==> config.mk <==
export PLATFORM = sky130hd
export DESIGN_NAME = perf_top
export DESIGN_NICKNAME = d
export VERILOG_FILES = /design/src/rtl/axi_defs_pkg.sv /design/src/rtl/perf_regs_pkg.sv /design/src/rtl/perf_ifs.sv /design/src/rtl/perf_ctrl_regs.sv /design/src/rtl/burst_addr_gen.sv /design/src/rtl/wdata_gen.sv /design/src/rtl/resp_stats.sv /design/src/rtl/perf_top.sv
export VERILOG_INCLUDE_DIRS = /design/src /design/src/rtl
export SDC_FILE = /design/constraint.sdc
export NUM_CORES = 1
export LEC_CHECK = 0
export BUFFER_PORTS_ARGS = -buffer_cell sky130_fd_sc_hd__buf_2
export CAP_MARGIN = 20
export CORE_UTILIZATION = 27
export DETAILED_ROUTE_END_ITERATION = 12
export REMOVE_ABC_BUFFERS = 1
export SYNTH_ARGS = -nofsm -noshare
export SYNTH_HDL_FRONTEND = slang
export SYNTH_SLANG_ARGS = --single-unit
==> constraint.sdc <==
create_clock -name clk -period 7 [get_ports clk]
set_input_delay 0.35 -clock clk [delete_from_list [all_inputs] [get_ports clk]]
set_output_delay 0.35 -clock clk [all_outputs]
set_load 0.005 [all_outputs]
==> src/rtl/perf_params.svh <==
`ifndef PERF_PARAMS_SVH
`define PERF_PARAMS_SVH

// AXI port widths
`define PERF_ADDR_W 20
`define PERF_DATA_W 16
`define PERF_STRB_W 2

// burst count and statistics
`define PERF_NUM_W 16
`define PERF_STAT_W 32

// register port
`define PERF_REG_AW 4
`define PERF_NUM_REGS 12

`endif

==> src/rtl/axi_defs_pkg.sv <==
`default_nettype none
`include "perf_params.svh"

package axi_defs_pkg;

  typedef logic [`PERF_ADDR_W-1:0] addr_t;
  typedef logic [`PERF_DATA_W-1:0] data_t;
  typedef logic [`PERF_STRB_W-1:0] strb_t;
  typedef logic [7:0] len_t;

  typedef enum logic [1:0] {
    BURST_FIXED = 2'd0,
    BURST_INCR  = 2'd1,
    BURST_WRAP  = 2'd2
  } burst_e;

  typedef enum logic [1:0] {
    RESP_OKAY   = 2'd0,
    RESP_EXOKAY = 2'd1,
    RESP_SLVERR = 2'd2,
    RESP_DECERR = 2'd3
  } resp_e;

  // one full data-width beat per transfer
  localparam logic [2:0] AXI_BEAT_SIZE = 3'($clog2(`PERF_STRB_W));

endpackage

`default_nettype wire

==> src/rtl/perf_regs_pkg.sv <==
`default_nettype none
`include "perf_params.svh"

package perf_regs_pkg;

  typedef logic [`PERF_STAT_W-1:0] stat_t;

  typedef enum logic {
    IDLE    = 1'b0,
    RUNNING = 1'b1
  } run_state_e;

  // register map, START and CLEAR are write-only pulses
  typedef enum logic [`PERF_REG_AW-1:0] {
    REG_START      = 4'd0,
    REG_IDLE       = 4'd1,
    REG_BASE       = 4'd2,
    REG_STRIDE     = 4'd3,
    REG_BEATS      = 4'd4,
    REG_NUM        = 4'd5,
    REG_CLEAR      = 4'd6,
    REG_BURSTS     = 4'd7,
    REG_BEATS_DONE = 4'd8,
    REG_CYCLES     = 4'd9,
    REG_ERRS       = 4'd10,
    REG_DATA_W     = 4'd11
  } reg_id_e;

endpackage

`default_nettype wire

==> src/rtl/perf_ifs.sv <==
`default_nettype none
`timescale 1ns/1ps
`include "perf_params.svh"

// burst setup, stable for the whole run
interface burst_cfg_if
  import axi_defs_pkg::*;
();
  addr_t                  base;
  addr_t                  stride;
  len_t                   len;
  logic [`PERF_NUM_W-1:0] num;
  logic                   start;

  modport ctrl(output base, output stride, output len, output num, output start);
  modport gen(input base, input stride, input len, input num, input start);
endinterface

// counters out of the response stage
interface perf_stats_if
  import perf_regs_pkg::*;
();
  stat_t bursts;
  stat_t beats;
  stat_t cycles;
  stat_t errs;
  logic  clear;
  logic  done;

  modport stat(
    output bursts, output beats, output cycles, output errs, output done,
    input clear
  );
  modport ctrl(
    input bursts, input beats, input cycles, input errs, input done,
    output clear
  );
endinterface

`default_nettype wire

==> src/rtl/perf_ctrl_regs.sv <==
`default_nettype none
`timescale 1ns/1ps
`include "perf_params.svh"

module perf_ctrl_regs
  import axi_defs_pkg::*;
  import perf_regs_pkg::*;
(
  input  logic                    clk,
  input  logic                    rst_n,
  input  logic                    reg_wr,
  input  logic                    reg_rd,
  input  logic [`PERF_REG_AW-1:0] reg_addr,
  input  stat_t                   reg_wdata,
  output stat_t                   reg_rdata,
  output logic                    reg_rvalid,
  burst_cfg_if.ctrl               cfg,
  perf_stats_if.ctrl              stats
);

  run_state_e             state;
  reg_id_e                reg_id;
  logic                   is_idle;
  logic                   wr_idle;
  logic                   start_cmd;
  logic                   clear_cmd;
  logic                   start_q;
  logic                   clear_q;
  addr_t                  base_q;
  addr_t                  stride_q;
  len_t                   len_q;
  logic [`PERF_NUM_W-1:0] num_q;
  stat_t                  rd_mux;
  stat_t                  rdata_q;
  logic                   rvalid_q;

  assign reg_id    = reg_id_e'(reg_addr);
  assign is_idle   = (state == IDLE);
  // writes are dropped while a run is in progress
  assign wr_idle   = reg_wr && is_idle;
  assign start_cmd = wr_idle && (reg_id == REG_START) && reg_wdata[0];
  assign clear_cmd = wr_idle && (reg_id == REG_CLEAR) && reg_wdata[0];

  // ----------------------------------------------------------
  // run control
  // ----------------------------------------------------------
  always_ff @(posedge clk) begin
    if (!rst_n) begin
      state   <= IDLE;
      start_q <= 1'b0;
      clear_q <= 1'b0;
    end else begin
      start_q <= start_cmd;
      clear_q <= clear_cmd;
      case (state)
        IDLE: begin
          if (start_cmd) begin
            state <= RUNNING;
          end
        end
        RUNNING: begin
          if (stats.done) begin
            state <= IDLE;
          end
        end
        default: state <= IDLE;
      endcase
    end
  end

  // ----------------------------------------------------------
  // configuration
  // ----------------------------------------------------------
  always_ff @(posedge clk) begin
    if (!rst_n) begin
      base_q   <= '0;
      stride_q <= '0;
      len_q    <= '0;
      num_q    <= '0;
    end else if (wr_idle) begin
      case (reg_id)
        REG_BASE:   base_q   <= addr_t'(reg_wdata);
        REG_STRIDE: stride_q <= addr_t'(reg_wdata);
        // beat count in, awlen encoding out
        REG_BEATS:  len_q    <= len_t'(reg_wdata - 1'b1);
        REG_NUM:    num_q    <= reg_wdata[`PERF_NUM_W-1:0];
        default: ;
      endcase
    end
  end

  assign cfg.base   = base_q;
  assign cfg.stride = stride_q;
  assign cfg.len    = len_q;
  assign cfg.num    = num_q;
  assign cfg.start  = start_q;
  assign stats.clear = clear_q;

  // ----------------------------------------------------------
  // readback
  // ----------------------------------------------------------
  always_comb begin
    rd_mux = '0;
    if (reg_addr < `PERF_NUM_REGS) begin
      case (reg_id)
        REG_IDLE:       rd_mux = stat_t'(is_idle);
        REG_BASE:       rd_mux = stat_t'(base_q);
        REG_STRIDE:     rd_mux = stat_t'(stride_q);
        REG_BEATS:      rd_mux = stat_t'(len_q) + 1'b1;
        REG_NUM:        rd_mux = stat_t'(num_q);
        REG_BURSTS:     rd_mux = stats.bursts;
        REG_BEATS_DONE: rd_mux = stats.beats;
        REG_CYCLES:     rd_mux = stats.cycles;
        REG_ERRS:       rd_mux = stats.errs;
        REG_DATA_W:     rd_mux = stat_t'(`PERF_DATA_W);
        default:        rd_mux = '0;
      endcase
    end
  end

  always_ff @(posedge clk) begin
    if (reg_rd) begin
      rdata_q <= rd_mux;
    end
  end

  always_ff @(posedge clk) begin
    if (!rst_n) begin
      rvalid_q <= 1'b0;
    end else begin
      rvalid_q <= reg_rd;
    end
  end

  assign reg_rdata  = rdata_q;
  assign reg_rvalid = rvalid_q;

endmodule

`default_nettype wire

==> src/rtl/burst_addr_gen.sv <==
`default_nettype none
`timescale 1ns/1ps
`include "perf_params.svh"

module burst_addr_gen
  import axi_defs_pkg::*;
(
  input  logic     clk,
  input  logic     rst_n,
  burst_cfg_if.gen cfg,
  input  logic     awready,
  output logic     awvalid,
  output addr_t    awaddr,
  output len_t     awlen,
  output logic     aw_fire
);

  logic [`PERF_NUM_W-1:0] left_q;
  logic                   awvalid_q;
  addr_t                  addr_q;

  assign aw_fire = awvalid_q && awready;

  // bursts still to be accepted
  always_ff @(posedge clk) begin
    if (!rst_n) begin
      awvalid_q <= 1'b0;
      left_q    <= '0;
    end else if (cfg.start) begin
      awvalid_q <= (cfg.num != '0);
      left_q    <= cfg.num;
    end else if (aw_fire) begin
      // next burst goes out right behind the handshake
      awvalid_q <= (left_q != 1);
      left_q    <= left_q - 1'b1;
    end
  end

  // strided address, held while awvalid waits
  always_ff @(posedge clk) begin
    if (cfg.start) begin
      addr_q <= cfg.base;
    end else if (aw_fire) begin
      addr_q <= addr_q + cfg.stride;
    end
  end

  assign awvalid = awvalid_q;
  assign awaddr  = addr_q;
  assign awlen   = cfg.len;

endmodule

`default_nettype wire

==> src/rtl/wdata_gen.sv <==
`default_nettype none
`timescale 1ns/1ps
`include "perf_params.svh"

module wdata_gen
  import axi_defs_pkg::*;
(
  input  logic     clk,
  input  logic     rst_n,
  burst_cfg_if.gen cfg,
  input  logic     aw_fire,
  input  logic     wready,
  output logic     wvalid,
  output data_t    wdata,
  output logic     wlast
);

  logic [`PERF_NUM_W-1:0] pend_q;
  len_t                   beat_q;
  logic [7:0]             idx_q;
  logic                   w_fire;
  logic                   burst_end;

  // data only flows for bursts whose address was taken
  assign wvalid    = (pend_q != '0);
  assign wlast     = wvalid && (beat_q == cfg.len);
  assign w_fire    = wvalid && wready;
  assign burst_end = w_fire && wlast;

  // burst index in the upper byte, beat in the lower
  assign wdata = data_t'({idx_q, beat_q});

  always_ff @(posedge clk) begin
    if (!rst_n) begin
      pend_q <= '0;
    end else begin
      case ({aw_fire, burst_end})
        2'b10:   pend_q <= pend_q + 1'b1;
        2'b01:   pend_q <= pend_q - 1'b1;
        default: pend_q <= pend_q;
      endcase
    end
  end

  // ----------------------------------------------------------
  // beat position
  // ----------------------------------------------------------
  always_ff @(posedge clk) begin
    if (!rst_n) begin
      beat_q <= '0;
      idx_q  <= '0;
    end else if (cfg.start) begin
      beat_q <= '0;
      idx_q  <= '0;
    end else if (burst_end) begin
      beat_q <= '0;
      idx_q  <= idx_q + 1'b1;
    end else if (w_fire) begin
      beat_q <= beat_q + 1'b1;
    end
  end

endmodule

`default_nettype wire

==> src/rtl/resp_stats.sv <==
`default_nettype none
`timescale 1ns/1ps
`include "perf_params.svh"

module resp_stats
  import axi_defs_pkg::*;
  import perf_regs_pkg::*;
(
  input  logic      clk,
  input  logic      rst_n,
  burst_cfg_if.gen  cfg,
  perf_stats_if.stat stats,
  input  logic      bvalid,
  input  resp_e     bresp,
  input  logic      wvalid,
  input  logic      wready,
  output logic      bready
);

  stat_t                  bursts_q;
  stat_t                  beats_q;
  stat_t                  cycles_q;
  stat_t                  errs_q;
  logic [`PERF_NUM_W-1:0] run_cnt_q;
  logic                   busy_q;
  logic                   done_q;
  logic                   b_fire;
  logic                   w_fire;

  // responses are always accepted
  assign bready = 1'b1;
  assign b_fire = bvalid && bready;
  assign w_fire = wvalid && wready;

  // ----------------------------------------------------------
  // run tracking
  // ----------------------------------------------------------
  always_ff @(posedge clk) begin
    if (!rst_n) begin
      run_cnt_q <= '0;
      busy_q    <= 1'b0;
      done_q    <= 1'b0;
    end else begin
      done_q <= busy_q && b_fire && ((run_cnt_q + 1'b1) == cfg.num);
      if (cfg.start) begin
        run_cnt_q <= '0;
        busy_q    <= 1'b1;
      end else begin
        if (b_fire) begin
          run_cnt_q <= run_cnt_q + 1'b1;
        end
        if (done_q) begin
          busy_q <= 1'b0;
        end
      end
    end
  end

  // ----------------------------------------------------------
  // statistics
  // ----------------------------------------------------------
  always_ff @(posedge clk) begin
    if (!rst_n || stats.clear) begin
      bursts_q <= '0;
      beats_q  <= '0;
      cycles_q <= '0;
      errs_q   <= '0;
    end else begin
      if (b_fire) begin
        bursts_q <= bursts_q + 1'b1;
      end
      if (b_fire && (bresp != RESP_OKAY)) begin
        errs_q <= errs_q + 1'b1;
      end
      if (w_fire) begin
        beats_q <= beats_q + 1'b1;
      end
      // start cycle through the done cycle
      if (cfg.start || busy_q) begin
        cycles_q <= cycles_q + 1'b1;
      end
    end
  end

  assign stats.bursts = bursts_q;
  assign stats.beats  = beats_q;
  assign stats.cycles = cycles_q;
  assign stats.errs   = errs_q;
  assign stats.done   = done_q;

endmodule

`default_nettype wire

==> src/rtl/perf_top.sv <==
`default_nettype none
`timescale 1ns/1ps
`include "perf_params.svh"

module perf_top
  import axi_defs_pkg::*;
(
  input  logic                    clk,
  input  logic                    rst_n,

  input  logic                    reg_wr,
  input  logic                    reg_rd,
  input  logic [`PERF_REG_AW-1:0] reg_addr,
  input  logic [`PERF_STAT_W-1:0] reg_wdata,
  output logic [`PERF_STAT_W-1:0] reg_rdata,
  output logic                    reg_rvalid,

  output logic                    awvalid,
  output addr_t                   awaddr,
  output len_t                    awlen,
  output logic [2:0]              awsize,
  output burst_e                  awburst,
  input  logic                    awready,

  output logic                    wvalid,
  output data_t                   wdata,
  output logic [`PERF_STRB_W-1:0] wstrb,
  output logic                    wlast,
  input  logic                    wready,

  input  logic                    bvalid,
  input  resp_e                   bresp,
  output logic                    bready
);

  logic aw_fire;

  burst_cfg_if  cfg_if ();
  perf_stats_if stats_if ();

  // full-width INCR bursts only
  assign awsize  = AXI_BEAT_SIZE;
  assign awburst = BURST_INCR;
  assign wstrb   = '1;

  perf_ctrl_regs i_perf_ctrl_regs (
    .clk        (clk),
    .rst_n      (rst_n),
    .reg_wr     (reg_wr),
    .reg_rd     (reg_rd),
    .reg_addr   (reg_addr),
    .reg_wdata  (reg_wdata),
    .reg_rdata  (reg_rdata),
    .reg_rvalid (reg_rvalid),
    .cfg        (cfg_if.ctrl),
    .stats      (stats_if.ctrl)
  );

  burst_addr_gen i_burst_addr_gen (
    .clk     (clk),
    .rst_n   (rst_n),
    .cfg     (cfg_if.gen),
    .awready (awready),
    .awvalid (awvalid),
    .awaddr  (awaddr),
    .awlen   (awlen),
    .aw_fire (aw_fire)
  );

  wdata_gen i_wdata_gen (
    .clk     (clk),
    .rst_n   (rst_n),
    .cfg     (cfg_if.gen),
    .aw_fire (aw_fire),
    .wready  (wready),
    .wvalid  (wvalid),
    .wdata   (wdata),
    .wlast   (wlast)
  );

  resp_stats i_resp_stats (
    .clk    (clk),
    .rst_n  (rst_n),
    .cfg    (cfg_if.gen),
    .stats  (stats_if.stat),
    .bvalid (bvalid),
    .bresp  (bresp),
    .wvalid (wvalid),
    .wready (wready),
    .bready (bready)
  );

endmodule

`default_nettype wire

==> flow_summary.ini <==
[drt]
first_pass_iters = 8
finalWirelength_um = 48800
drc = 0
wire_per_inst_um = 17.7
ant_nets = 0
vias_per_cell = 5.19
vias = 14300
initialDrtViolationCount = 1222

[setup_path]
crit_chain = or4_1, o41a_1, nand3_2, inv_2, ha_1, ha_1, a2111oi_0, o21ai_0, a41oi_1, o21ai_0, o311ai_0, mux2i_1
end_kind = register
arrival_ps = 5190
crit_slowest_cell = o41a_1
cp-start-kind = register
crit_required_ps = 7460
crit_path_max_incr_delay_ps = 630
crit_path_max_fanout = 20
critical_path_class = reg2reg

[timing]
finClkSkew_ps = 17.9
rsz0062_at_grt = no
min_period_over_period_pct = 67.5
slew_headroom_pct = 29.8
drv_slew = 0
tightest_slew_ps = 1050
hold_viol_final = 0
fin_tns_setup_ps = 0
finalSetupViolCount = 0
fin_crit_ps = 4720
fmax_ghz = 0.212

[outcome]
status = complete, no violations

[yosys]
synth_xor_area_share_pct = 10.8
ys_seq_area_share_pct = 41.8
synthCells = 1879
synthMuxAreaShare_pct = 0.713
synth_top_family_by_area = simple AND/OR/NAND/NOR gates
synthSimpleGateAreaFrac_pct = 23.3
synth-adder-area-share_pct = 3.69
yosysUniqueCellTypes = 74
syn_area_um2 = 16300
synth_seq_cells = 315
avgSynthCellArea_um2 = 8.69
async_flop_share_pct = 0
ys.flop_type = dfxtp_1
synth_edf_count = 52
synth-compound-area-share_pct = 16.4
yosysWarnings = 0

[run]
drv_cap = 0

[clocking]
numCtsBuffers = 36
cts_resized = 0
clk_path_buf_depth = 3
postCtsHoldBufs = 0
clkSinkCount = 315
root_buffer = clkbuf_16
clk_latency_ps = 540
cts_tree = built
h-tree-depth = 2
clk_pin_slew_ps = 60
postCtsSetupBuffers = 0

[floorplanning]
die_w_um = 248
die_h_um = 248
rows = 89
fp.dieArea_um2 = 61500
ios = 133
initial_utilization_pct = 27.5
coreArea_um2 = 59400

[placed_design]
place_area_um2 = 17600
dp_hpwl_um = 35200
portBuffers = 112
gp_congestion = 0.877
dp_cells = 2683

[finish]
fin_area_um2 = 18800
final_util_pct = 31.6
area_growth_pct = 14.9
drive_gt1_share_pct = 10.6
final_nets = 2041
final_cell_mix = 263 x dfxtp_1, 258 x nand2_1, 182 x nor2_1, 112 x buf_2, 111 x xor2_1
final_common_cell = dfxtp_1
fin_cells = 2754

[global_route]
grt_pass1_wl_um = 75900
grt_pass1_vias = 13500
globalRoute.totalOverflow = 0
antenna_found_initial = 5
grt_max_degree = 112
grt_usage_pct = 15.7

[pwr]
irDropWorstVdd_mv = 0.167
leakagePower_uw = 0.00700
power.density_nw_per_um2 = 215

[hold_path]
min_path_type = in2reg
-- stage by stage --
step                      total power (uW)  hold WS (ps)  setup slack, ps
final                                 4040          89.8             2280
after global routing                  4190          89.9             1890
after CTS                             4070          67.8             2230
after detailed placement              2250           443             2270
after global placement                2250           430             2440
after floorplan                       2120           408             3050
-- layer usage --
| layer | vias to the layer above | GRT usage (%) | share of wire (%) |
|---|---|---|---|
| li1 | 6859 | - | - |
| met1 | 6896 | 21.1 | 45 |
| met2 | 461 | 25.1 | 46 |
| met3 | 84 | 3.33 | 7.4 |
| met4 | 2 | 4.75 | 2.3 |
| met5 | - | 0 | 0.027 |
-- cell usage after synthesis, drive strengths merged, types with 45 or more instances --
cell type | count | area, um2
dfxtp | 263 | 5270
nand2 | 258 | 968
nor2 | 186 | 701
xor2 | 111 | 972
xnor2 | 90 | 788
nand3 | 84 | 430
clkbuf | 79 | 297
o21ai | 71 | 355
a21oi | 60 | 300
a21boi | 59 | 443
a22oi | 54 | 405
nand4 | 53 | 332
edfxtp | 52 | 1560
ha | 45 | 563
-- cells by family (layout without fill, tap and decap cells) --
family | Yosys count | in the layout
multiplexers | 11 | 11
adder cells (fa/ha/maj) | 47 | 47
AO/OA/AOI/OAI | 382 | 382
XOR/XNOR | 201 | 201
flip-flops | 315 | 315
other | 2 | 12
AND/OR/NAND/NOR | 790 | 790
buffers and inverters | 131 | 223
-- where the power goes --
group          switching, uW  internal (uW)  leakage [uW]  total, uW
combinational            209            111       0.00383        320
clock                    784           1040      0.000542       1820
sequential              32.4           1870       0.00263       1900
-- final cells by class --
cell class | count | area (um2)
multi-input combinational | 1439 | 9050
sequential | 315 | 6830
antenna | 4 | 10.0
clock buffer | 50 | 995
inverter | 33 | 124
fill | 6206 | 40600
timing repair buffer | 124 | 674
clock inverter | 16 | 121
tap | 773 | 967
-- worst max-delay path, delay by kind of cell, from the launching register on --
kind            cells  cell delay [ps]
compound gates      6             2120
fa+ha+maj           2              980
simple gates        2              870
flops               1              350
mux                 1              220
buf+inv             1               90
-- path summary, 6_finish.rpt --
path	start	end	slack [ps]	cells after the start
hold reg to reg	i_resp_stats.stats.done	i_perf_ctrl_regs.state	460	1
setup / recovery	i_wdata_gen.pend_q[0]	i_wdata_gen.pend_q[15]	2280	12
hold / removal	reg_wdata[16]	i_perf_ctrl_regs.cfg.base[16]	90	3
setup reg to reg	i_wdata_gen.pend_q[0]	i_wdata_gen.pend_q[15]	2280	12
-- sequential cells by signal, summed over array words and instances (netlist names), 8 cells and up --
signal,count
i_wdata_gen.pend_q,16
i_resp_stats.stats.bursts,32
i_resp_stats.stats.beats,32
i_resp_stats.stats.cycles,32
i_burst_addr_gen.left_q,16
i_resp_stats.run_cnt_q,16
i_burst_addr_gen.awaddr,20
i_perf_ctrl_regs.cfg.len,8
i_wdata_gen.idx_q,8
i_wdata_gen.beat_q,8
i_perf_ctrl_regs.cfg.base,20
i_perf_ctrl_regs.cfg.stride,20
i_perf_ctrl_regs.reg_rdata,32
i_perf_ctrl_regs.cfg.num,16
i_resp_stats.stats.errs,32
Note: power is estimated with default switching activity, not from simulation.
